[config.mk]
export PLATFORM = sky130hd
export DESIGN_NAME = preload_arbiter
export DESIGN_NICKNAME = d
export VERILOG_FILES = /design/src/mania_pkg.sv /design/src/preload_arbiter.sv
export VERILOG_INCLUDE_DIRS = /design/src /design/src/src
export SDC_FILE = /design/constraint.sdc
export NUM_CORES = 1
export LEC_CHECK = 0
export BUFFER_PORTS_ARGS = -buffer_cell sky130_fd_sc_hd__buf_2
export CELL_PAD_IN_SITES_DETAIL_PLACEMENT = 0
export CELL_PAD_IN_SITES_GLOBAL_PLACEMENT = 1
export CORE_ASPECT_RATIO = 1.4
export CORE_MARGIN = 3
export CORE_UTILIZATION = 15
export DETAILED_ROUTE_END_ITERATION = 16
export GPL_TIMING_DRIVEN = 0
export MAX_ROUTING_LAYER = met4
export PLACE_DENSITY_LB_ADDON = 0.08
export SYNTH_ARGS = -nofsm -noshare
export SYNTH_HDL_FRONTEND = slang
export SYNTH_SLANG_ARGS = --single-unit
[constraint.sdc]
create_clock -name vclk -period 1.7
set_input_delay 0 -clock vclk [all_inputs]
set_output_delay 0 -clock vclk [all_outputs]
set_load 0.01 [all_outputs]
[src/mania_macros.svh]
`ifndef MANIA_MACROS_SVH
`define MANIA_MACROS_SVH

// clocks per audio tick
`define AUDIO_PERIOD 16

// audio ticks before the first song request
`define PLAY_DELAY 4

`define CHART_COUNT 4

// aux info per preload region
`define AUX_BEATMAP 8'h00
`define AUX_TIMING 8'h03

// first timing entry after the header
`define TIMING_BASE 2

// clocks per header read
`define SCAN_PAT 4

`endif

[src/mania_pkg.sv]
`include "mania_macros.svh"

package mania_pkg;

	// boot and play states, BCD style
	typedef enum logic [15:0] {
		init           = 16'h0000,
		load_beatmap   = 16'h0001,
		w_load_beatmap = 16'h0002,
		load_timing    = 16'h0003,
		w_load_timing  = 16'h0004,
		scan_beatmap   = 16'h0005,
		w_scan_beatmap = 16'h0006,
		scan_timing    = 16'h0007,
		w_scan_timing  = 16'h0008,
		playing        = 16'h0100
	} core_state_t;

	typedef logic [23:0] beatmap_word_t;
	typedef logic [31:0] timing_word_t;
	typedef logic [12:0] beatmap_addr_t;
	typedef logic [11:0] timing_addr_t;
	typedef beatmap_addr_t [`CHART_COUNT-1:0] chart_table_t; // indexed by chart
	typedef logic [19:0] song_len_t;
	typedef logic [7:0] pre_byte_t;
	typedef logic [7:0] song_sample_t;

	typedef enum logic [1:0] {sel_none, sel_beatmap, sel_timing} preload_sel_t;

endpackage

[src/preload_arbiter.sv]
`timescale 1ns/1ns

module preload_arbiter import mania_pkg::*; (
	input preload_sel_t sel,
	input logic [7:0] bm_init_index,
	input logic [7:0] bm_init_aux_info,
	input logic bm_request_data,
	input logic bm_restart,
	input logic [7:0] tm_init_index,
	input logic [7:0] tm_init_aux_info,
	input logic tm_request_data,
	input logic tm_restart,
	input logic pre_data_ready,
	input pre_byte_t pre_data_in,
	input logic pre_transmit_finished,
	output logic [7:0] pre_init_index,
	output logic [7:0] pre_init_aux_info,
	output logic pre_request_data,
	output logic pre_restart,
	output pre_byte_t ld_data,
	output logic bm_data_ready,
	output logic bm_transmit_finished,
	output logic tm_data_ready,
	output logic tm_transmit_finished
);

	always_comb begin
		pre_init_index = '0;
		pre_init_aux_info = '0;
		pre_request_data = 1'b0;
		pre_restart = 1'b0;
		case (sel)
			sel_beatmap: begin
				pre_init_index = bm_init_index;
				pre_init_aux_info = bm_init_aux_info;
				pre_request_data = bm_request_data;
				pre_restart = bm_restart;
			end
			sel_timing: begin
				pre_init_index = tm_init_index;
				pre_init_aux_info = tm_init_aux_info;
				pre_request_data = tm_request_data;
				pre_restart = tm_restart;
			end
			default: ;
		endcase
	end

	// returns go to the owner only
	assign bm_data_ready = (sel == sel_beatmap) && pre_data_ready;
	assign bm_transmit_finished = (sel == sel_beatmap) && pre_transmit_finished;
	assign tm_data_ready = (sel == sel_timing) && pre_data_ready;
	assign tm_transmit_finished = (sel == sel_timing) && pre_transmit_finished;

	// shared byte, ready alone qualifies it
	assign ld_data = pre_data_in;

endmodule

# Yosys cells after proc, flatten, opt, wreduce, memory -nomap -nowiden
# Cells that the tools add are included.
# word_totals
register_bits,0
latchBits,0
mem_bits_rw,0
romBits,0
input_bits,48
out_inout_bits,30
wordCells,10
mem_count,0
# op_classes
add_sub_neg,0
n_mul,0
div_mod_pow,0
magnitude_cmp,0
n_eq_ne,2
shifts,0
n_mux,4
bitwise,0
reduce_logical,4
# op_table
operator,n
$pmux 8 s2,2
$logic_and 1x1->1,4
$pmux 1 s2,2
$eq 2x1->1 const B,1
$eq 2x2->1 const B,1

# Logic depth before layout (Yosys ltp)
# Gate-level depths: netlist of the first run.
# depth
word_depth,2
ltp_mapped,5
ltp_nobuf,4

# Worst setup path before layout of the first run
# OpenSTA, ideal clock, no wires.
# synth_timing
path_kind,in2out
start,in sel[0]
end,out pre_init_aux_info[0]
arrival_time_ns,0.746
setup_slack_ns,0.954
cell_stages,5
n_path_buf,2
cell_sequence,inv_1 -> ha_1 -> buf_6 -> buf_6 -> nor2_1
# synth_via
elab_chain_len,2
elab_cells_between_ends,3
classes_between,eq/ne (2); mux (1)
# synth_lines
item,line,text
start: declaration,preload_arbiter.sv:4,"input preload_sel_t sel,"
$eq 2x2->1 or $eq 2x1->1 (tied branches),preload_arbiter.sv:32,case (sel)
$pmux 8 s2 (*),preload_arbiter.sv:32,
end: declaration,preload_arbiter.sv:17,"output logic [7:0] pre_init_aux_info,"
# Every way passes the cells marked *; elsewhere a longest branch is shown, timed or not.

# Worst setup path after layout of the first run
# layout_timing
start,in sel[0]
end,out pre_init_index[0]
# layout_via
elab_chain_len,2
elab_cells_between_ends,3
classes_between,eq/ne (2); mux (1)
# layout_lines
item,line,text
$eq 2x2->1 or $eq 2x1->1 (tied branches),preload_arbiter.sv:32,
$pmux 8 s2 (*),preload_arbiter.sv:32,
end: declaration,preload_arbiter.sv:16,"output logic [7:0] pre_init_index,"
# Marked as above.

==> results of run 1 <==
[cell families after synthesis]
family | after synthesis
adders and majority gates | 2
and+or+nand+nor | 22
AOI/OAI and AO/OA | 18
buffers and inverters | 16
[metrics by stage]
step                hold WS (ns)  setup slack [ns]   util  power [µW]  cell area, µm²
floorplan                 0.0918             0.954      -         110             384
global placement           0.186             0.776  0.321         202             777
detailed placement         0.185             0.765  0.321         203             777
CTS                        0.185             0.764  0.321         204             777
global route               0.194             0.694  0.321         223             777
finish                     0.183             0.778  0.321         200             777
[per-layer routing]
metal / up-vias / GRT usage
met2: 51 / 0.165
li1: 335 / -
met5: - / -
met3: 0 / 0.0226
met1: 261 / 0.108
met4: 0 / 0
[layout by cell type, fill, tap and decap left out]
cell	instances
buf_4	9
inv_1	2
ha_1	2
buf_2	70
and2_1	4
nor2_1	18
buf_6	5
a22oi_1	18
[area by class of cell]
| class | instances | area, µm² |
|---|---|---|
| fill | 281 | 1640 |
| inverter | 2 | 7.51 |
| multi-input combinational | 42 | 253 |
| buffer | 14 | 124 |
| tap | 34 | 42.5 |
| timing repair buffer | 70 | 350 |
[path summary, 6_finish.rpt]
check | from | to | slack (ns) | cells past startpoint
min | pre_data_in[0] | ld_data[0] | 0.18 | 2
max | sel[0] | pre_init_index[0] | 0.78 | 7
[power groups by stage]
stage / Sequential [µW] / Combinational, µW / Clock (µW)
floorplan: 0 / 110 / 0
global placement: 0 / 202 / 0
detailed placement: 0 / 203 / 0
CTS: 0 / 204 / 0
global route: 0 / 223 / 0
finish: 0 / 200 / 0
==> results.toml, run 1 <==
[setup_path]
worst_ep_required_time_ns = 1.70
crit_path_max_incr_delay_ns = 0.29
startpoint_type = "input port"
worstSetupPathType = "input port to output port"
critPathSlowestCell = "ha_1"
cp.arrival_ns = 0.92
path_buf_inv = 5
crit_path_cell_trace = "buf_2, inv_1, ha_1, buf_6, buf_6, nor2_1, buf_2"
crit_family = "buffers and inverters"
end_kind = "output port"
crit_fanout = 10

[job]
drv_cap = 0

[grt]
grt_overflow = 0
grt_max_degree = 11
grt_use_total = 0.0910
grt_pass1_wl_mm = 2.48
antenna_found_initial = 0
grt_pass1_vias = 592

[power_and_ir_drop]
p_comb_frac = 1.000
power_density_nw_per_um2 = 257
leakage_uw = 0.000482
p_sw_frac = 0.455
switchingPower_uw = 90.8
ir_drop_mv = 0.0996
seqPwrFrac = 0
pwr-share-clk = 0
p_int_uw = 109

[synthesis]
yosysTopAreaCell = "a22oi_1"
synth_fa_ha_area_frac = 0.0651
syn_avg_cell_area_um2 = 6.62
yosys-top-cells-area = "a22oi_1, buf_4, nor2_1"
ys_warn_count = 0
yosys.cell_types.count = 7
ys_seq_area_frac = 0
synth_compound_area_frac = 0.352
synth_common_cells = "a22oi_1, nor2_1, buf_4"
synth-xor-area-share = 0
yosysTopAreaCellShare = 0.352
yosys.area_share.simple = 0.241
postSynthCellCount = 58
syn_area_um2 = 384
synthMuxAreaShare = 0
syn_nets = 108
synth_top_family_by_area = "compound AO/OA/AOI/OAI gates"

[routing]
detail-route-antenna-nets = 0
routed-wl-met2_um = 704
drc = 0
wire_per_inst_um = 9.62
wl_mm = 1.56
top_layer_used = "met3"
drtIter0Drc = 12
wirelength_met1_um = 634
dr_total_vias = 647
vias_per_cell = 3.99
dr.pass1.iters = 3
met3RoutedLength_um = 220

[timing]
worst_pin_slew_ns = 0.172
rsz0062_at_grt = "false"
setup_viol = 0
clock.fmax_ghz = 1.08
fin_crit_sh = 0.543
hold_viol = 0
setup-tns-final_ns = 0
finalCriticalPeriod_ns = 0.922
maxSlewViolCount = 0
slew_headroom = 0.885

[finish]
seqCellArea_um2 = 0
drive_gt1_frac = 0.656
syn2layout_area_growth_pct = 102
nFlopsAndLatches = 0
fin_nets = 180
final_cells = 162
clkbuf_count = 0
n_antenna_cell = 0

[placed_design]
portBuffers = 70
gp_congestion = 0.594
dp_hpwl_mm = 1.33
place_inst = 162

[floorplan]
rows = 21
coreArea_um2 = 2420
die_h_um = 65.9
dieArea_um2 = 3210
start_util = 0.159
die_x_um = 48.8
io_pins = 78

[clocking]
cts_resized = 0
cts_hold_buf = 0
post_cts.repair.setup_buffers = 0

[hold_path]
hold_path.class = "input port to output port"

[run_status]
status = "finished, final reports clean"
Note: power is estimated with default switching activity, not from simulation.
==> inputs of run 2 (changes only) <==
--- a/config.mk
+++ b/config.mk
@@ -11,7 +11,7 @@
 export CELL_PAD_IN_SITES_GLOBAL_PLACEMENT = 1
 export CORE_ASPECT_RATIO = 1.4
 export CORE_MARGIN = 3
-export CORE_UTILIZATION = 15
+export CORE_UTILIZATION = 12
 export DETAILED_ROUTE_END_ITERATION = 16
 export GPL_TIMING_DRIVEN = 0
 export MAX_ROUTING_LAYER = met4
==> constraint.sdc (replaced) <==
create_clock -name vclk -period 0.8
set_input_delay 0 -clock vclk [all_inputs]
set_output_delay 0 -clock vclk [all_outputs]
set_load 0.01 [all_outputs]
==> run 2 against run 1 <==
Net effect:
- the run now ends with negative setup slack left
- critical path depth is the same
- via count grew 7.3%
- non-clock buffer count grew 3
- first-iteration DRC count shrank 33%
- setup slack lost 0.78 ns
- combinational power grew to 3.3 times the previous value
- flip-flop and latch count is the same
- sequential share of layout area is the same
- wire length grew 26%
- cell count grew 3.7%
- largest power group unchanged
==> results.toml, run 2 (synthesis results as in run 1) <==
[run_status]
status = "finished, violations left"
failed_checks = "negative setup slack"

[floorplan]
rows = 23
start_util = 0.130
io_pins = 78
die_x_um = 53.8
dieArea_um2 = 3930
coreArea_um2 = 2960
die_h_um = 72.9

[setup_path]
startpoint_type = "input port"
path_buf_inv = 4
worstSetupPathType = "input port to output port"
cp.arrival_ns = 0.81
crit_family = "buffers and inverters"
crit_path_cell_trace = "buf_8, inv_4, ha_4, buf_12, a22oi_2, nor2_4, buf_6"
end_kind = "output port"
worst_ep_required_time_ns = 0.80
crit_path_max_incr_delay_ns = 0.23
critPathSlowestCell = "a22oi_2"
crit_fanout = 10

[power_and_ir_drop]
leakage_uw = 0.000536
pwr-share-clk = 0
seqPwrFrac = 0
p_comb_frac = 1.000
ir_drop_mv = 0.255
switchingPower_uw = 283
power_density_nw_per_um2 = 605
p_sw_frac = 0.431
p_int_uw = 374

[timing]
maxSlewViolCount = 0
clock.fmax_ghz = 1.24
finalCriticalPeriod_ns = 0.806
hold_viol = 0
worst_pin_slew_ns = 0.199
slew_headroom = 0.867
setup_viol = 1
rsz0062_at_grt = "true"
fin_crit_sh = 1.01
fin_ws_ns = -0.00565

[routing]
dr_total_vias = 694
vias_per_cell = 4.13
drtIter0Drc = 8
dr.pass1.iters = 2
drc = 0
detail-route-antenna-nets = 0
wire_per_inst_um = 11.7
wl_mm = 1.97

[placed_design]
place_ws_ns = -0.139
place_inst = 165
portBuffers = 70
dp_hpwl_mm = 1.41
placed_area_um2 = 781
gp_congestion = 0.628

[finish]
nFlopsAndLatches = 0
final_common_cell = "buf_2"
n_antenna_cell = 0
drive_gt1_frac = 0.885
syn2layout_area_growth_pct = 182
seqCellArea_um2 = 0
final_cells = 168
multi_input_area_um2 = 408
final_cell_mix = "buf_2, a22oi_2, nor2_1"
final_cell_area_um2 = 1080
clkbuf_count = 0
fin_nets = 183
n_fill_cell = 313

[grt]
grt_pass1_vias = 590
grt_max_degree = 11
antenna_found_initial = 0
grt_overflow = 0
grt_use_total = 0.0890
grt_pass1_wl_mm = 2.64

[job]
drv_cap = 0

[hold_path]
hold_path.class = "input port to output port"
-- run 2: cell count changes in the layout (fill, tap and decap cells not counted), moves of 4 or more --
cell,previous run,this run
a22oi_1,18,1
a22oi_2,0,17
buf_2,70,63
buf_8,0,4
nor2_1,18,10
nor2_4,0,5
-- run 2: final timing paths --
| path | startpoint | to | depth (start not counted) |
|---|---|---|---|
| worst min-delay path | pre_data_in[4] | ld_data[4] | 2 |
| worst max-delay path | sel[0] | pre_init_index[3] | 7 |
-- run 2: power by group through the flow --
stage | clock, µW | sequential (µW) | combinational (µW)
2_1_floorplan | 0 | 0 | 233
3_3_place_gp | 0 | 0 | 433
3_5_place_dp | 0 | 0 | 435
4_1_cts | 0 | 0 | 593
5_1_grt | 0 | 0 | 712
6_report | 0 | 0 | 657
-- run 2: layout make-up --
| class | count | share of cell area |
|---|---|---|
| Timing Repair Buffer | 74 | 0.448 |
| Multi-Input combinational cell | 42 | 0.376 |
| Buffer | 13 | 0.122 |
| Tap cell | 37 | 0.0427 |
| Inverter | 2 | 0.0115 |
-- run 2: stage by stage --
stage / setup TNS, ns / hold WS, ns / utilization / power [µW]
final: -0.00565 / 0.185 / 0.366 / 657
after global placement: -1.71 / 0.188 / 0.263 / 433
after detailed placement: -1.76 / 0.187 / 0.263 / 435
after floorplan: 0 / 0.0918 / - / 233
after global routing: -0.192 / 0.191 / 0.366 / 712
after CTS: -0.122 / 0.187 / 0.328 / 593
-- run 2: what timing repair did --
item | in CTS | in global routing
cloned | 2 | 1
pin swaps | 21 | 16
setup buffers | 1 | 0
resized for setup | 31 | 24
hold buffers | 0 | 0
setup endpoints to repair | 18 | 18
-- run 2: routing by layer --
metal | share of wire | global-route usage | vias up
li1 | - | - | 344
met2 | 0.54 | 0.177 | 50
met4 | 0 | 0 | 0
met5 | 0 | - | -
met3 | 0.12 | 0.00818 | 0
met1 | 0.33 | 0.0963 | 300
==> inputs of run 3 (changes only) <==
--- a/config.mk
+++ b/config.mk
@@ -11,7 +11,7 @@
 export CELL_PAD_IN_SITES_GLOBAL_PLACEMENT = 1
 export CORE_ASPECT_RATIO = 1.4
 export CORE_MARGIN = 3
-export CORE_UTILIZATION = 12
+export CORE_UTILIZATION = 15
 export DETAILED_ROUTE_END_ITERATION = 16
 export GPL_TIMING_DRIVEN = 0
 export MAX_ROUTING_LAYER = met4
==> constraint.sdc (replaced) <==
create_clock -name vclk -period 1
set_input_delay 0 -clock vclk [all_inputs]
set_output_delay 0 -clock vclk [all_outputs]
set_load 0.01 [all_outputs]
==> run 3 against run 2 <==
Net effect:
- the flow now finishes without violations
- wire length shrank 20%
- total power shrank 48%
- critical path depth is the same
- die area shrank 18%
- utilization shrank 4.4 points
- via count shrank 6.3%
- flip-flop and latch count is the same
- combinational power shrank 48%
==> results.toml, run 3 (synthesis results as in run 1) <==
[timing]
clock.fmax_ghz = 1.08
fin_ws_ns = 0.0717
hold_viol = 0
setup_viol = 0
finalCriticalPeriod_ns = 0.928
worst_pin_slew_ns = 0.200
rsz0062_at_grt = "true"
maxSlewViolCount = 0
slew_headroom = 0.867
fin_crit_sh = 0.928

[setup_path]
cp.arrival_ns = 0.93
startpoint_type = "input port"
worst_ep_required_time_ns = 1.00
crit_fanout = 10
end_kind = "output port"
worstSetupPathType = "input port to output port"

[finish]
final_cell_mix = "buf_2, a22oi_1, nor2_1"
n_antenna_cell = 0
fin_nets = 180
seqCellArea_um2 = 0
syn2layout_area_growth_pct = 103
final_cell_area_um2 = 779
fin_util = 0.322
final_common_cell = "buf_2"
clkbuf_count = 0
drive_gt1_frac = 0.664
final_cells = 162
nFlopsAndLatches = 0

[grt]
grt_pass1_vias = 592
antenna_found_initial = 0
grt_pass1_wl_mm = 2.48
grt_overflow = 0
grt_max_degree = 11
grt_use_total = 0.0910

[floorplan]
coreArea_um2 = 2420
dieArea_um2 = 3210
start_util = 0.159
die_x_um = 48.8
rows = 21
die_h_um = 65.9
io_pins = 78

[power_and_ir_drop]
ir_drop_mv = 0.169
leakage_uw = 0.000482
finalPower_uw = 341
power_density_nw_per_um2 = 438

[clocking]
cts_resized = 0
cts_hold_buf = 0
post_cts.repair.setup_buffers = 0

[placed_design]
place_inst = 162
gp_congestion = 0.594
placed_area_um2 = 777
portBuffers = 70
place_ws_ns = 0.0655
dp_hpwl_mm = 1.33

[run_status]
status = "finished, final reports clean"

[routing]
vias_per_cell = 4.01
detail-route-antenna-nets = 0
drtIter0Drc = 11
drc = 0
dr_total_vias = 650
wl_mm = 1.57
dr.pass1.iters = 3
wire_per_inst_um = 9.67

[job]
drv_cap = 0

[hold_path]
hold_path.class = "input port to output port"
==> run 3: cell types whose count changed in the layout (fill, tap and decap cells not counted), sizes merged <==
cell and change:
buf -2, clkbuf -1
==> run 3: layout make-up <==
cell class                 instances  area, µm²
inverter                           2       7.51
tap                               34       42.5
fill                             281       1640
buffer                            14        124
multi-input combinational         42        255
timing repair buffer              70        350
==> run 3: critical path, cell delays in order <==
cell and delay (ns):
buf_2 0.09, inv_1 0.04, ha_1 0.29, buf_6 0.14, buf_6 0.13, nor2_1 0.10
buf_2 0.14
==> run 3: path summary, 6_finish.rpt <==
| kind | start | end | slack [ns] | depth (start not counted) |
|---|---|---|---|---|
| worst min-delay path | pre_data_in[0] | ld_data[0] | 0.18 | 2 |
| worst max-delay path | sel[0] | pre_init_aux_info[3] | 0.07 | 7 |
==> run 3: where the power goes <==
part / total, µW / switching, µW / internal [µW]
registers: 0 / 0 / 0
logic: 341 / 156 / 186
clock network: 0 / 0 / 0
total: 341 / 156 / 186
==> run 3: per-stage QoR <==
stage               hold slack (ns)  setup TNS [ns]
floorplan                    0.0918               0
global placement              0.186               0
detailed placement            0.185               0
CTS                           0.185               0
global route                  0.194       -0.000847
finish                        0.183               0
==> run 3: per-layer routing <==
| metal | up-vias | wire length (µm) | track usage | part of all wire |
|---|---|---|---|---|
| li1 | 335 | - | - | - |
| met1 | 264 | 627 | 0.108 | 0.40 |
| met2 | 51 | 720 | 0.165 | 0.46 |
| met3 | 0 | 219 | 0.0226 | 0.14 |
| met4 | 0 | 0 | 0 | 0 |
| met5 | - | 0 | - | 0 |
