[src/mania_macros.svh]
`ifndef MANIA_MACROS_SVH
`define MANIA_MACROS_SVH

// clocks per audio tick
`define AUDIO_PERIOD 16

// audio ticks before the first song request
`define PLAY_DELAY 4

`define CHART_COUNT 4

// aux info per preload region
`define AUX_BEATMAP 8'h00
`define AUX_TIMING 8'h03

// first timing entry after the header
`define TIMING_BASE 2

// clocks per header read
`define SCAN_PAT 4

`endif

[src/mania_pkg.sv]
`include "mania_macros.svh"

package mania_pkg;

	// boot and play states, BCD style
	typedef enum logic [15:0] {
		init           = 16'h0000,
		load_beatmap   = 16'h0001,
		w_load_beatmap = 16'h0002,
		load_timing    = 16'h0003,
		w_load_timing  = 16'h0004,
		scan_beatmap   = 16'h0005,
		w_scan_beatmap = 16'h0006,
		scan_timing    = 16'h0007,
		w_scan_timing  = 16'h0008,
		playing        = 16'h0100
	} core_state_t;

	typedef logic [23:0] beatmap_word_t;
	typedef logic [31:0] timing_word_t;
	typedef logic [12:0] beatmap_addr_t;
	typedef logic [11:0] timing_addr_t;
	typedef beatmap_addr_t [`CHART_COUNT-1:0] chart_table_t; // indexed by chart
	typedef logic [19:0] song_len_t;
	typedef logic [7:0] pre_byte_t;
	typedef logic [7:0] song_sample_t;

	typedef enum logic [1:0] {sel_none, sel_beatmap, sel_timing} preload_sel_t;

endpackage

[src/audio_pacer.sv]
`timescale 1ns/1ns
`include "mania_macros.svh"

module audio_pacer import mania_pkg::*; (
	input logic CLK,
	input logic RESET_L,
	input logic play,
	input song_sample_t song_data_in,
	input logic song_data_ready,
	output logic song_request_data,
	output song_sample_t main_audio_out,
	output logic audio_en
);

	localparam int TICK_W = $clog2(`AUDIO_PERIOD);
	localparam int DLY_W = $clog2(`PLAY_DELAY + 1);
	localparam logic [TICK_W-1:0] TICK_LAST = TICK_W'(`AUDIO_PERIOD - 1);
	localparam logic [DLY_W-1:0] DELAY_DONE = DLY_W'(`PLAY_DELAY);

	logic [TICK_W-1:0] tick_cnt;
	logic [DLY_W-1:0] delay_cnt; // ticks seen, saturates
	logic tick;

	assign tick = play && (tick_cnt == TICK_LAST);
	assign audio_en = play;

	always_ff @(posedge CLK) begin
		if (!RESET_L) begin
			tick_cnt <= '0;
			delay_cnt <= '0;
			song_request_data <= 1'b0;
		end else begin
			if (!play) begin
				tick_cnt <= '0;
				delay_cnt <= '0;
			end else begin
				tick_cnt <= tick ? '0 : tick_cnt + 1'b1;
				if (tick && delay_cnt != DELAY_DONE)
					delay_cnt <= delay_cnt + 1'b1;
			end
			song_request_data <= tick && (delay_cnt == DELAY_DONE);
		end
	end

	always_ff @(posedge CLK) begin
		if (song_data_ready)
			main_audio_out <= song_data_in;
	end

endmodule

[config.mk]
export PLATFORM = sky130hd
export DESIGN_NAME = audio_pacer
export DESIGN_NICKNAME = d
export VERILOG_FILES = /design/src/mania_pkg.sv /design/src/audio_pacer.sv
export VERILOG_INCLUDE_DIRS = /design/src /design/src/src
export SDC_FILE = /design/constraint.sdc
export NUM_CORES = 1
export LEC_CHECK = 0
export BUFFER_PORTS_ARGS = -buffer_cell sky130_fd_sc_hd__buf_2
export CORE_UTILIZATION = 45
export CTS_BUF_LIST = sky130_fd_sc_hd__clkbuf_8 sky130_fd_sc_hd__clkbuf_16
export DETAILED_ROUTE_END_ITERATION = 16
export PLACE_DENSITY = 0.85
export SETUP_SLACK_MARGIN = 0.2
export SYNTH_ARGS = -nofsm -noshare
export SYNTH_HDL_FRONTEND = slang
export SYNTH_SLANG_ARGS = --single-unit
[constraint.sdc]
create_clock -name CLK -period 2 [get_ports CLK]
set_input_delay 0.4 -clock CLK [delete_from_list [all_inputs] [get_ports CLK]]
set_output_delay 0.4 -clock CLK [all_outputs]
set_load 0.02 [all_outputs]
Word-level counts from Yosys, hierarchy flattened --
Index checks and enable logic that the tools add are counted.
Storage, ports and cells: bits in registers 16, input bits 12, output and inout port bits 10, word-level logic and storage cells 16
Operators by class: $add $sub $neg 2, equality and inequality tests 3, bitwise logic cells 2, reduce and logical (&&, ||, !) cells 5
Operators with widths (number):
- $add 4x1->4 const B | 1
- $eq 4x4->1 const B | 1
- $add 3x1->3 const B | 1
- $eq 3x3->1 const B | 1
- $logic_and 1x1->1 | 3
- $ne 3x3->1 const B | 1
- $reduce_or 3->1 | 1
- $not 1->1 | 2
- $reduce_and 2->1 | 1

Logic depth before layout (Yosys ltp) --
Gate-level depths: netlist of run 1.
depth after elaboration 3, gate-level depth with buffers 5

Worst setup path after synthesis of run 1 --
OpenSTA, ideal clock, no wires.
path kind register to register, start point register tick_cnt[0], end point register delay_cnt[1], setup time 0.087 ns, arrival time 1.300 ns, required time 1.913 ns, setup slack 0.613 ns, cell stages (with the launch flop) 5, clock period less this slack 1.387 ns, cell sequence dfxtp_1 -> ha_1 -> nand4_2 -> or4b_1 -> o31ai_1
Between the ends: cells in the longest elaborated chain, start to end 3
RTL lines:
- start: declaration | line audio_pacer.sv:20 | logic [TICK_W-1:0] tick_cnt;
- start signal: assignment | line audio_pacer.sv:37 | tick_cnt <= tick ? '0 : tick_cnt + 1'b1;
- $eq 4x4->1 | line audio_pacer.sv:24 | assign tick = play && (tick_cnt == TICK_LAST);
- $logic_and 1x1->1 | line audio_pacer.sv:24
- $logic_and 1x1->1 | line audio_pacer.sv:38 | if (tick && delay_cnt != DELAY_DONE)
- end signal: assignment | line audio_pacer.sv:39 | delay_cnt <= delay_cnt + 1'b1;
- end: declaration | line audio_pacer.sv:21 | logic [DLY_W-1:0] delay_cnt;
Every way passes these cells. A chain may end at the register's enable or synchronous reset.

Worst setup path in the final report of run 1 --
Same ends and word-level chain as after synthesis.

==> results of run 1 <==
where the power goes:
group	switching [mW]	internal, mW	leakage (nW)
clock	0.0973	0.174	0.0288
sequential	0.00436	0.361	0.143
combinational	0.0319	0.0187	0.143
Yosys cell counts (all sizes together) (2+ instances only):
cell	count	area (µm²)
dfxtp	8	160
inv	5	18.8
edfxtp	8	240
nor2	3	11.3
ha	3	37.5
nand2	2	7.51
o21ai	3	15.0
a21oi	3	15.0
registers in the layout (all words and copies together), names as in the netlist:
register	cells
main_audio_out	8
tick_cnt	4
delay_cnt	3
song_request_data	1
layer usage:
| metal | part of all wire [%] | vias up |
|---|---|---|
| met5 | 0 | - |
| met3 | 8.0 | 5 |
| li1 | - | 220 |
| met4 | 4.3 | 0 |
| met2 | 40 | 23 |
| met1 | 47 | 182 |
logic make-up after synthesis:
group,count (synthesis),share of synthesized area [%]
DFF,16,66.0
and+or+nand+nor,13,13.4
AOI/OAI and AO/OA,9,8.66
buffers and inverters,6,4.33
adders and majority gates,3,6.19
xor gates and xnor gates,1,1.44
worst max-delay path, stage by stage (launching register included):
cell     delay [ns]
dfxtp_1        0.37
ha_1           0.28
nand4_2        0.20
or4b_1         0.50
o31ai_1        0.07
how the worst max path moves through the flow:
stage                                       from                   endpoint  depth (start not counted)
after floorplan           tick_cnt[0]$_SDFF_PP0_  delay_cnt[1]$_SDFFE_PN0P_                          4
after global placement    tick_cnt[0]$_SDFF_PP0_  delay_cnt[1]$_SDFFE_PN0P_                          4
after detailed placement  tick_cnt[0]$_SDFF_PP0_  delay_cnt[1]$_SDFFE_PN0P_                          4
after CTS                 tick_cnt[0]$_SDFF_PP0_  delay_cnt[1]$_SDFFE_PN0P_                          4
after global routing      tick_cnt[0]$_SDFF_PP0_  delay_cnt[1]$_SDFFE_PN0P_                          4
final                     tick_cnt[0]$_SDFF_PP0_  delay_cnt[1]$_SDFFE_PN0P_                          4
stage by stage:
stage               cell area (µm²)  util [%]  setup WS [ns]  total power [mW]  hold slack (ns)
CTS                             777      65.5          0.493             0.698            0.326
global placement                722      60.9          0.525             0.422            0.464
floorplan                       607         -          0.613             0.398            0.443
finish                          777      65.5          0.498             0.687            0.331
global route                    777      65.5          0.338             0.717            0.321
detailed placement              722      60.9          0.493             0.423            0.474
layout make-up:
type	instances	area [µm²]
fill	92	409
sequential	16	400
multi-input combinational	26	180
timing repair buffer	21	105
clock buffer	4	55.1
inverter	5	18.8
tap	14	17.5
==> impl_metrics.json, run 1 <==
{
  "status": "finished, final reports clean",
  "yosysSeqAreaShare_pct": 66.0,
  "crit_arrival_ns": 1.66,
  "cts_tree": "done",
  "synthCells": 48,
  "worstPathRequired_ns": 2.16,
  "rsz0062_at_grt": "false",
  "slew_viol_final": 0,
  "drtAntennaViolNets": 0,
  "timing.rr.start": "tick_cnt[0]$_SDFF_PP0_",
  "busiest_layer": "met2",
  "finalSetupTns_ns": 0,
  "holdPathEnd": "main_audio_out[1]$_DFFE_PP_",
  "dp_hpwl_um": 738,
  "routed_via_density": 5.00,
  "area_delta_synth_final_pct": 28.0,
  "ir_drop_mv": 0.473,
  "wl_per_cell_um": 11.3,
  "die_h_um": 38.7,
  "mappedNetlistNets": 63,
  "slew_headroom_pct": 83.7,
  "place_inst": 82,
  "port-buffer-count": 21,
  "drt_iter0_drc": 5,
  "drcViolationCount": 0,
  "met1_usage_pct": 20.1,
  "hold_depth": 1,
  "grt.met3_usage_pct": 2.31,
  "skew_ns": 0.00162,
  "synth_seq_cells": 16,
  "final_common_cell": "buf_2",
  "gp_congestion": 0.708,
  "end_kind": "flop",
  "hold_violations": 0,
  "postRouteWirelength_um": 974,
  "antenna_found_initial": 0,
  "die_area_um2": 1500,
  "met2_usage_pct": 23.3,
  "cp-start-kind": "flop",
  "die_w_um": 38.7,
  "rrSetupSlack_ns": 0.50,
  "tightest_slew_ns": 0.242,
  "vias": 430,
  "cts_buffers": 3,
  "setup_violations": 0,
  "finalCritPeriodShare_pct": 75.1,
  "post_cts_buffers": 0,
  "synth_area_per_cell_um2": 12.6,
  "p_leak_nw": 0.314,
  "ctsResizeCount": 0,
  "syn-cell-area_um2": 607,
  "min_from": "song_data_in[1]",
  "rows": 12,
  "drive_gt1_share_pct": 36.1,
  "io_pins": 22,
  "grt_overflow": 0,
  "grt_max_degree": 10,
  "clk_pin_slew_worst_paths_ns": 0.06,
  "grt_pass1_vias": 361,
  "ys_async_sr_fraction_pct": 0,
  "root_buffer": "clkbuf_8",
  "synth-edff-count": 8,
  "hold_buffers": 0,
  "grt_usage_pct": 16.5,
  "final_cell_mix": "21 x buf_2, 8 x dfxtp_1, 8 x edfxtp_1",
  "synth.distinct_cells": 21,
  "yosysWarnings": 0,
  "max_cap_viol_count": 0,
  "path_max_fanout": 7,
  "p_per_area_nw_per_um2": 884,
  "nNetsFinal": 88,
  "clock.fmax_ghz": 0.666,
  "rr_endpoint": "delay_cnt[1]$_SDFFE_PN0P_",
  "grt_pass1_wl_mm": 1.52,
  "synth-main-ff-cell": "edfxtp_1",
  "core_um2": 1190,
  "worstSetupPathType": "flop to flop",
  "post-route-min-period_ns": 1.50,
  "hold_path.class": "input port to flop",
  "first_pass_iters": 4,
  "ff2ff_path_depth": 4,
  "initial_core_util_pct": 51.2,
  "h-tree-depth": 1,
  "final_cells": 86,
  "clkLatencyLatePin_ns": 0.24,
  "cts.sinks": 16,
  "cts_buffer_depth": 2,
  "diodes": 0
}
No activity file was read; power rests on OpenSTA's default activity.
==> inputs of run 2 (changes only) <==
- clock period: 2 -> 1.5 ns (I/O delays scaled with it)
==> impl_metrics.json, run 2 (same netlist as run 1, synthesis figures left out) <==
{
  "cts_tree": "done",
  "cts_buffer_depth": 2,
  "cts_buffers": 3,
  "seqCellArea_um2": 408,
  "grt_max_degree": 10,
  "antenna_found_initial": 0,
  "p_leak_nw": 0.359,
  "gp_congestion": 0.782,
  "first_pass_iters": 4,
  "vias": 489,
  "crit_arrival_ns": 1.51,
  "post-route-min-period_ns": 1.35,
  "rows": 12,
  "clock.fmax_ghz": 0.743,
  "root_buffer": "clkbuf_8",
  "postRouteWirelength_mm": 1.40,
  "multi_input_area_um2": 225,
  "hold_path.class": "input port to flop",
  "diodes": 0,
  "h-tree-depth": 1,
  "die_area_um2": 1500,
  "top_regs": "main_audio_out x8, tick_cnt x4, delay_cnt x3",
  "cts.sinks": 16,
  "final_common_cell": "buf_2",
  "slew_headroom_pct": 83.7,
  "path_max_fanout": 2,
  "die_h_um": 38.7,
  "clkLatencyLatePin_ns": 0.25,
  "end_kind": "flop",
  "grt_usage_pct": 23.6,
  "rsz0062_at_grt": "true",
  "finalSetupTns_ns": 0,
  "setup_violations": 0,
  "io_pins": 22,
  "p_per_area_nw_per_um2": 1010,
  "top_register": "main_audio_out",
  "area_delta_synth_final_pct": 44.9,
  "initial_core_util_pct": 51.2,
  "skew_ns": 0.00215,
  "nFillCells": 87,
  "grt_pass1_wl_mm": 2.21,
  "die_w_um": 38.7,
  "cp-start-kind": "flop",
  "core_um2": 1190,
  "ir_drop_mv": 0.807,
  "drcViolationCount": 0,
  "tightest_slew_ns": 0.245,
  "status": "finished, final reports clean",
  "nNetsFinal": 96,
  "grt_pass1_vias": 489,
  "dp_hpwl_um": 879,
  "post-route-util_pct": 74.2,
  "finalCritPeriodShare_pct": 89.8,
  "routed_via_density": 5.20,
  "hold_violations": 0,
  "wl_per_cell_um": 14.9,
  "final_cell_mix": "21 x buf_2, 8 x edfxtp_1, 8 x buf_4",
  "largest_reg_flops": 8,
  "hold_depth": 1,
  "drtAntennaViolNets": 0,
  "clk_pin_slew_worst_paths_ns": 0.06,
  "port-buffer-count": 21,
  "ff2ff_path_depth": 5,
  "worstSetupPathType": "flop to flop",
  "worstPathRequired_ns": 1.66,
  "max_cap_viol_count": 0,
  "hold_buffers": 0,
  "drive_gt1_share_pct": 55.0,
  "drt_iter0_drc": 4,
  "grt_overflow": 0,
  "slew_viol_final": 0
}
-- run 2: path summary, 6_finish.rpt --
| path | from | slack, ns | endpoint |
|---|---|---|---|
| max | delay_cnt[1]$_SDFFE_PN0P_ | 0.15 | delay_cnt[1]$_SDFFE_PN0P_ |
| min | song_data_in[2] | 0.22 | main_audio_out[2]$_DFFE_PP_ |
| max reg2reg | delay_cnt[1]$_SDFFE_PN0P_ | 0.15 | delay_cnt[1]$_SDFFE_PN0P_ |
| min reg2reg | tick_cnt[0]$_SDFF_PP0_ | 0.45 | tick_cnt[0]$_SDFF_PP0_ |
-- run 2: stage by stage --
stage / total power [mW] / hold WS [ns] / cells / area (µm²) / worst slack, ns
floorplan: 0.532 / 0.399 / 48 / 628 / 0.202
CTS: 0.892 / 0.219 / 93 / 863 / 0.148
finish: 0.886 / 0.223 / 94 / 880 / 0.154
detailed placement: 0.571 / 0.446 / 84 / 758 / 0.116
global placement: 0.567 / 0.439 / 84 / 758 / 0.154
global route: 0.926 / 0.212 / 94 / 880 / 0.109
-- run 2: power breakdown --
| part | switching, mW | internal [mW] |
|---|---|---|
| Sequential | 0.00753 | 0.480 |
| Combinational | 0.0463 | 0.0282 |
| Clock | 0.143 | 0.181 |
-- run 2: area by class of cell --
cell class	count	area share [%]
clock buffers	3	4.69
multi-input cells	26	25.6
flip-flops and latches	16	46.4
inverters	5	2.13
repair buffers	29	18.8
clock inverters	1	0.427
well taps	14	1.99
-- run 2: worst max-delay path, stage by stage, from the launching register on --
cell     delay [ns]
dfxtp_2        0.34
inv_2          0.05
ha_4           0.15
and2_4         0.14
or4b_4         0.51
o31ai_2        0.07
-- run 2: what timing repair did --
action                     CTS  global route
setup endpoints to repair    2             2
gates resized for setup      6             2
setup buffers                5             1
pin swaps                    4             2
-- run 2: routing by layer --
| metal | vias to the layer above | part of all wire, % | GRT usage, % |
|---|---|---|---|
| met5 | - | 0 | 0 |
| met4 | 0 | 0.29 | 7.76 |
| met3 | 2 | 3.7 | 10.4 |
| met2 | 13 | 56 | 42.5 |
| met1 | 233 | 39 | 23.7 |
| li1 | 241 | - | - |
==> inputs of run 3 (changes only) <==
- CTS_BUF_LIST: sky130_fd_sc_hd__clkbuf_8 sky130_fd_sc_hd__clkbuf_16 -> unset
==> impl_metrics.json, run 3 (same netlist as run 1, synthesis figures left out) <==
{
  "slew_headroom_pct": 84.0,
  "drt_iter0_drc": 3,
  "timing.rr.start": "delay_cnt[1]$_SDFFE_PN0P_",
  "clk_pin_slew_worst_paths_ns": 0.09,
  "cts.sinks": 16,
  "tightest_slew_ns": 0.240,
  "max_cap_viol_count": 0,
  "multi_input_area_um2": 225,
  "top_register": "main_audio_out",
  "post-route-util_pct": 73.2,
  "crit_start": "delay_cnt[1]$_SDFFE_PN0P_",
  "min_from": "song_data_in[2]",
  "finalCritPeriodShare_pct": 90.3,
  "setup_violations": 0,
  "grt_usage_pct": 21.7,
  "final_common_cell": "buf_2",
  "io_pins": 22,
  "port-buffer-count": 21,
  "nNetsFinal": 97,
  "vias": 467,
  "top_regs": "main_audio_out x8, tick_cnt x4, delay_cnt x3",
  "rsz0062_at_grt": "true",
  "die_w_um": 38.7,
  "die_h_um": 38.7,
  "post-route-min-period_ns": 1.35,
  "diodes": 0,
  "area_delta_synth_final_pct": 43.1,
  "cp-start-kind": "flop",
  "gp_congestion": 0.782,
  "slew_viol_final": 0,
  "cts_tree": "done",
  "crit_arrival_ns": 1.56,
  "grt_pass1_wl_mm": 2.08,
  "hold_path.class": "input port to flop",
  "drive_gt1_share_pct": 55.6,
  "drtAntennaViolNets": 0,
  "final_cell_mix": "21 x buf_2, 9 x buf_4, 8 x edfxtp_1",
  "grt_max_degree": 10,
  "finalSetupTns_ns": 0,
  "antenna_found_initial": 0,
  "h-tree-depth": 1,
  "first_pass_iters": 4,
  "clock.fmax_ghz": 0.738,
  "initial_core_util_pct": 51.2,
  "die_area_um2": 1500,
  "core_um2": 1190,
  "end_kind": "flop",
  "worstSetupPathType": "flop to flop",
  "p_leak_nw": 0.356,
  "p_per_area_nw_per_um2": 909,
  "wl_per_cell_um": 14.3,
  "root_buffer": "clkbuf_4",
  "clkLatencyLatePin_ns": 0.28,
  "cts_buffer_depth": 2,
  "path_max_fanout": 3,
  "skew_ns": 0.00205,
  "grt_overflow": 0,
  "drcViolationCount": 0,
  "hold_violations": 0,
  "largest_reg_flops": 8,
  "worstPathRequired_ns": 1.70,
  "nFillCells": 86,
  "postRouteWirelength_mm": 1.36,
  "grt_pass1_vias": 474,
  "routed_via_density": 4.92,
  "rows": 12,
  "cts_buffers": 3,
  "hold_buffers": 0,
  "seqCellArea_um2": 408,
  "dp_hpwl_um": 879,
  "ir_drop_mv": 0.485,
  "status": "finished, final reports clean"
}
==> run 3: changes by cell type in the layout (fill, tap and decap cells not counted), sizes merged <==
cell and delta:
buf +1
==> run 3: per-stage QoR <==
step / power [mW] / setup WS [ns] / instance area, µm² / hold slack, ns / instances
2_1_floorplan: 0.532 / 0.202 / 628 / 0.399 / 48
3_3_place_gp: 0.567 / 0.154 / 758 / 0.439 / 84
3_5_place_dp: 0.571 / 0.116 / 758 / 0.446 / 84
4_1_cts: 0.794 / 0.152 / 845 / 0.180 / 93
5_1_grt: 0.826 / 0.0986 / 868 / 0.169 / 95
6_report: 0.789 / 0.145 / 868 / 0.183 / 95
==> run 3: layout make-up <==
cell class	count	area share (%)
clock buffer	3	2.59
clock inverter	1	0.432
inverter	5	2.16
multi-input combinational	26	25.9
sequential	16	47.0
tap	14	2.02
timing repair buffer	30	19.9
==> run 3: per-layer routing <==
metal | GRT usage (%) | wire [µm] | part of all wire, %
met1 | 23.4 | 546 | 40
met3 | 10.4 | 57 | 4.2
met4 | 2.59 | 0 | 0
met5 | 0 | 0 | 0
met2 | 39.2 | 752 | 55
==> run 3: final timing paths <==
check | endpoint | depth (start not counted) | slack [ns]
worst max-delay path | delay_cnt[1]$_SDFFE_PN0P_ | 5 | 0.15
worst min-delay path | main_audio_out[2]$_DFFE_PP_ | 1 | 0.18
worst min register to register | tick_cnt[0]$_SDFF_PP0_ | 1 | 0.45
worst max register to register | delay_cnt[1]$_SDFFE_PN0P_ | 5 | 0.15
==> run 3: power breakdown <==
group | switching [mW] | total (mW) | internal (mW)
logic | 0.0464 | 0.0756 | 0.0292
clock network | 0.130 | 0.227 | 0.0967
registers | 0.00716 | 0.487 | 0.479
total | 0.184 | 0.789 | 0.605
==> run 3: critical path, cell delays in order, from the launching register on <==
cell and delay (ns):
dfxtp_2 0.35, inv_2 0.05, ha_4 0.15, and2_4 0.14, or4b_4 0.51, o31ai_2 0.07
==> run 3: what timing repair did <==
action,CTS,global route
pin swaps,2,2
gates resized for setup,6,2
setup endpoints to repair,2,2
setup buffers,5,2
cloned,0,0
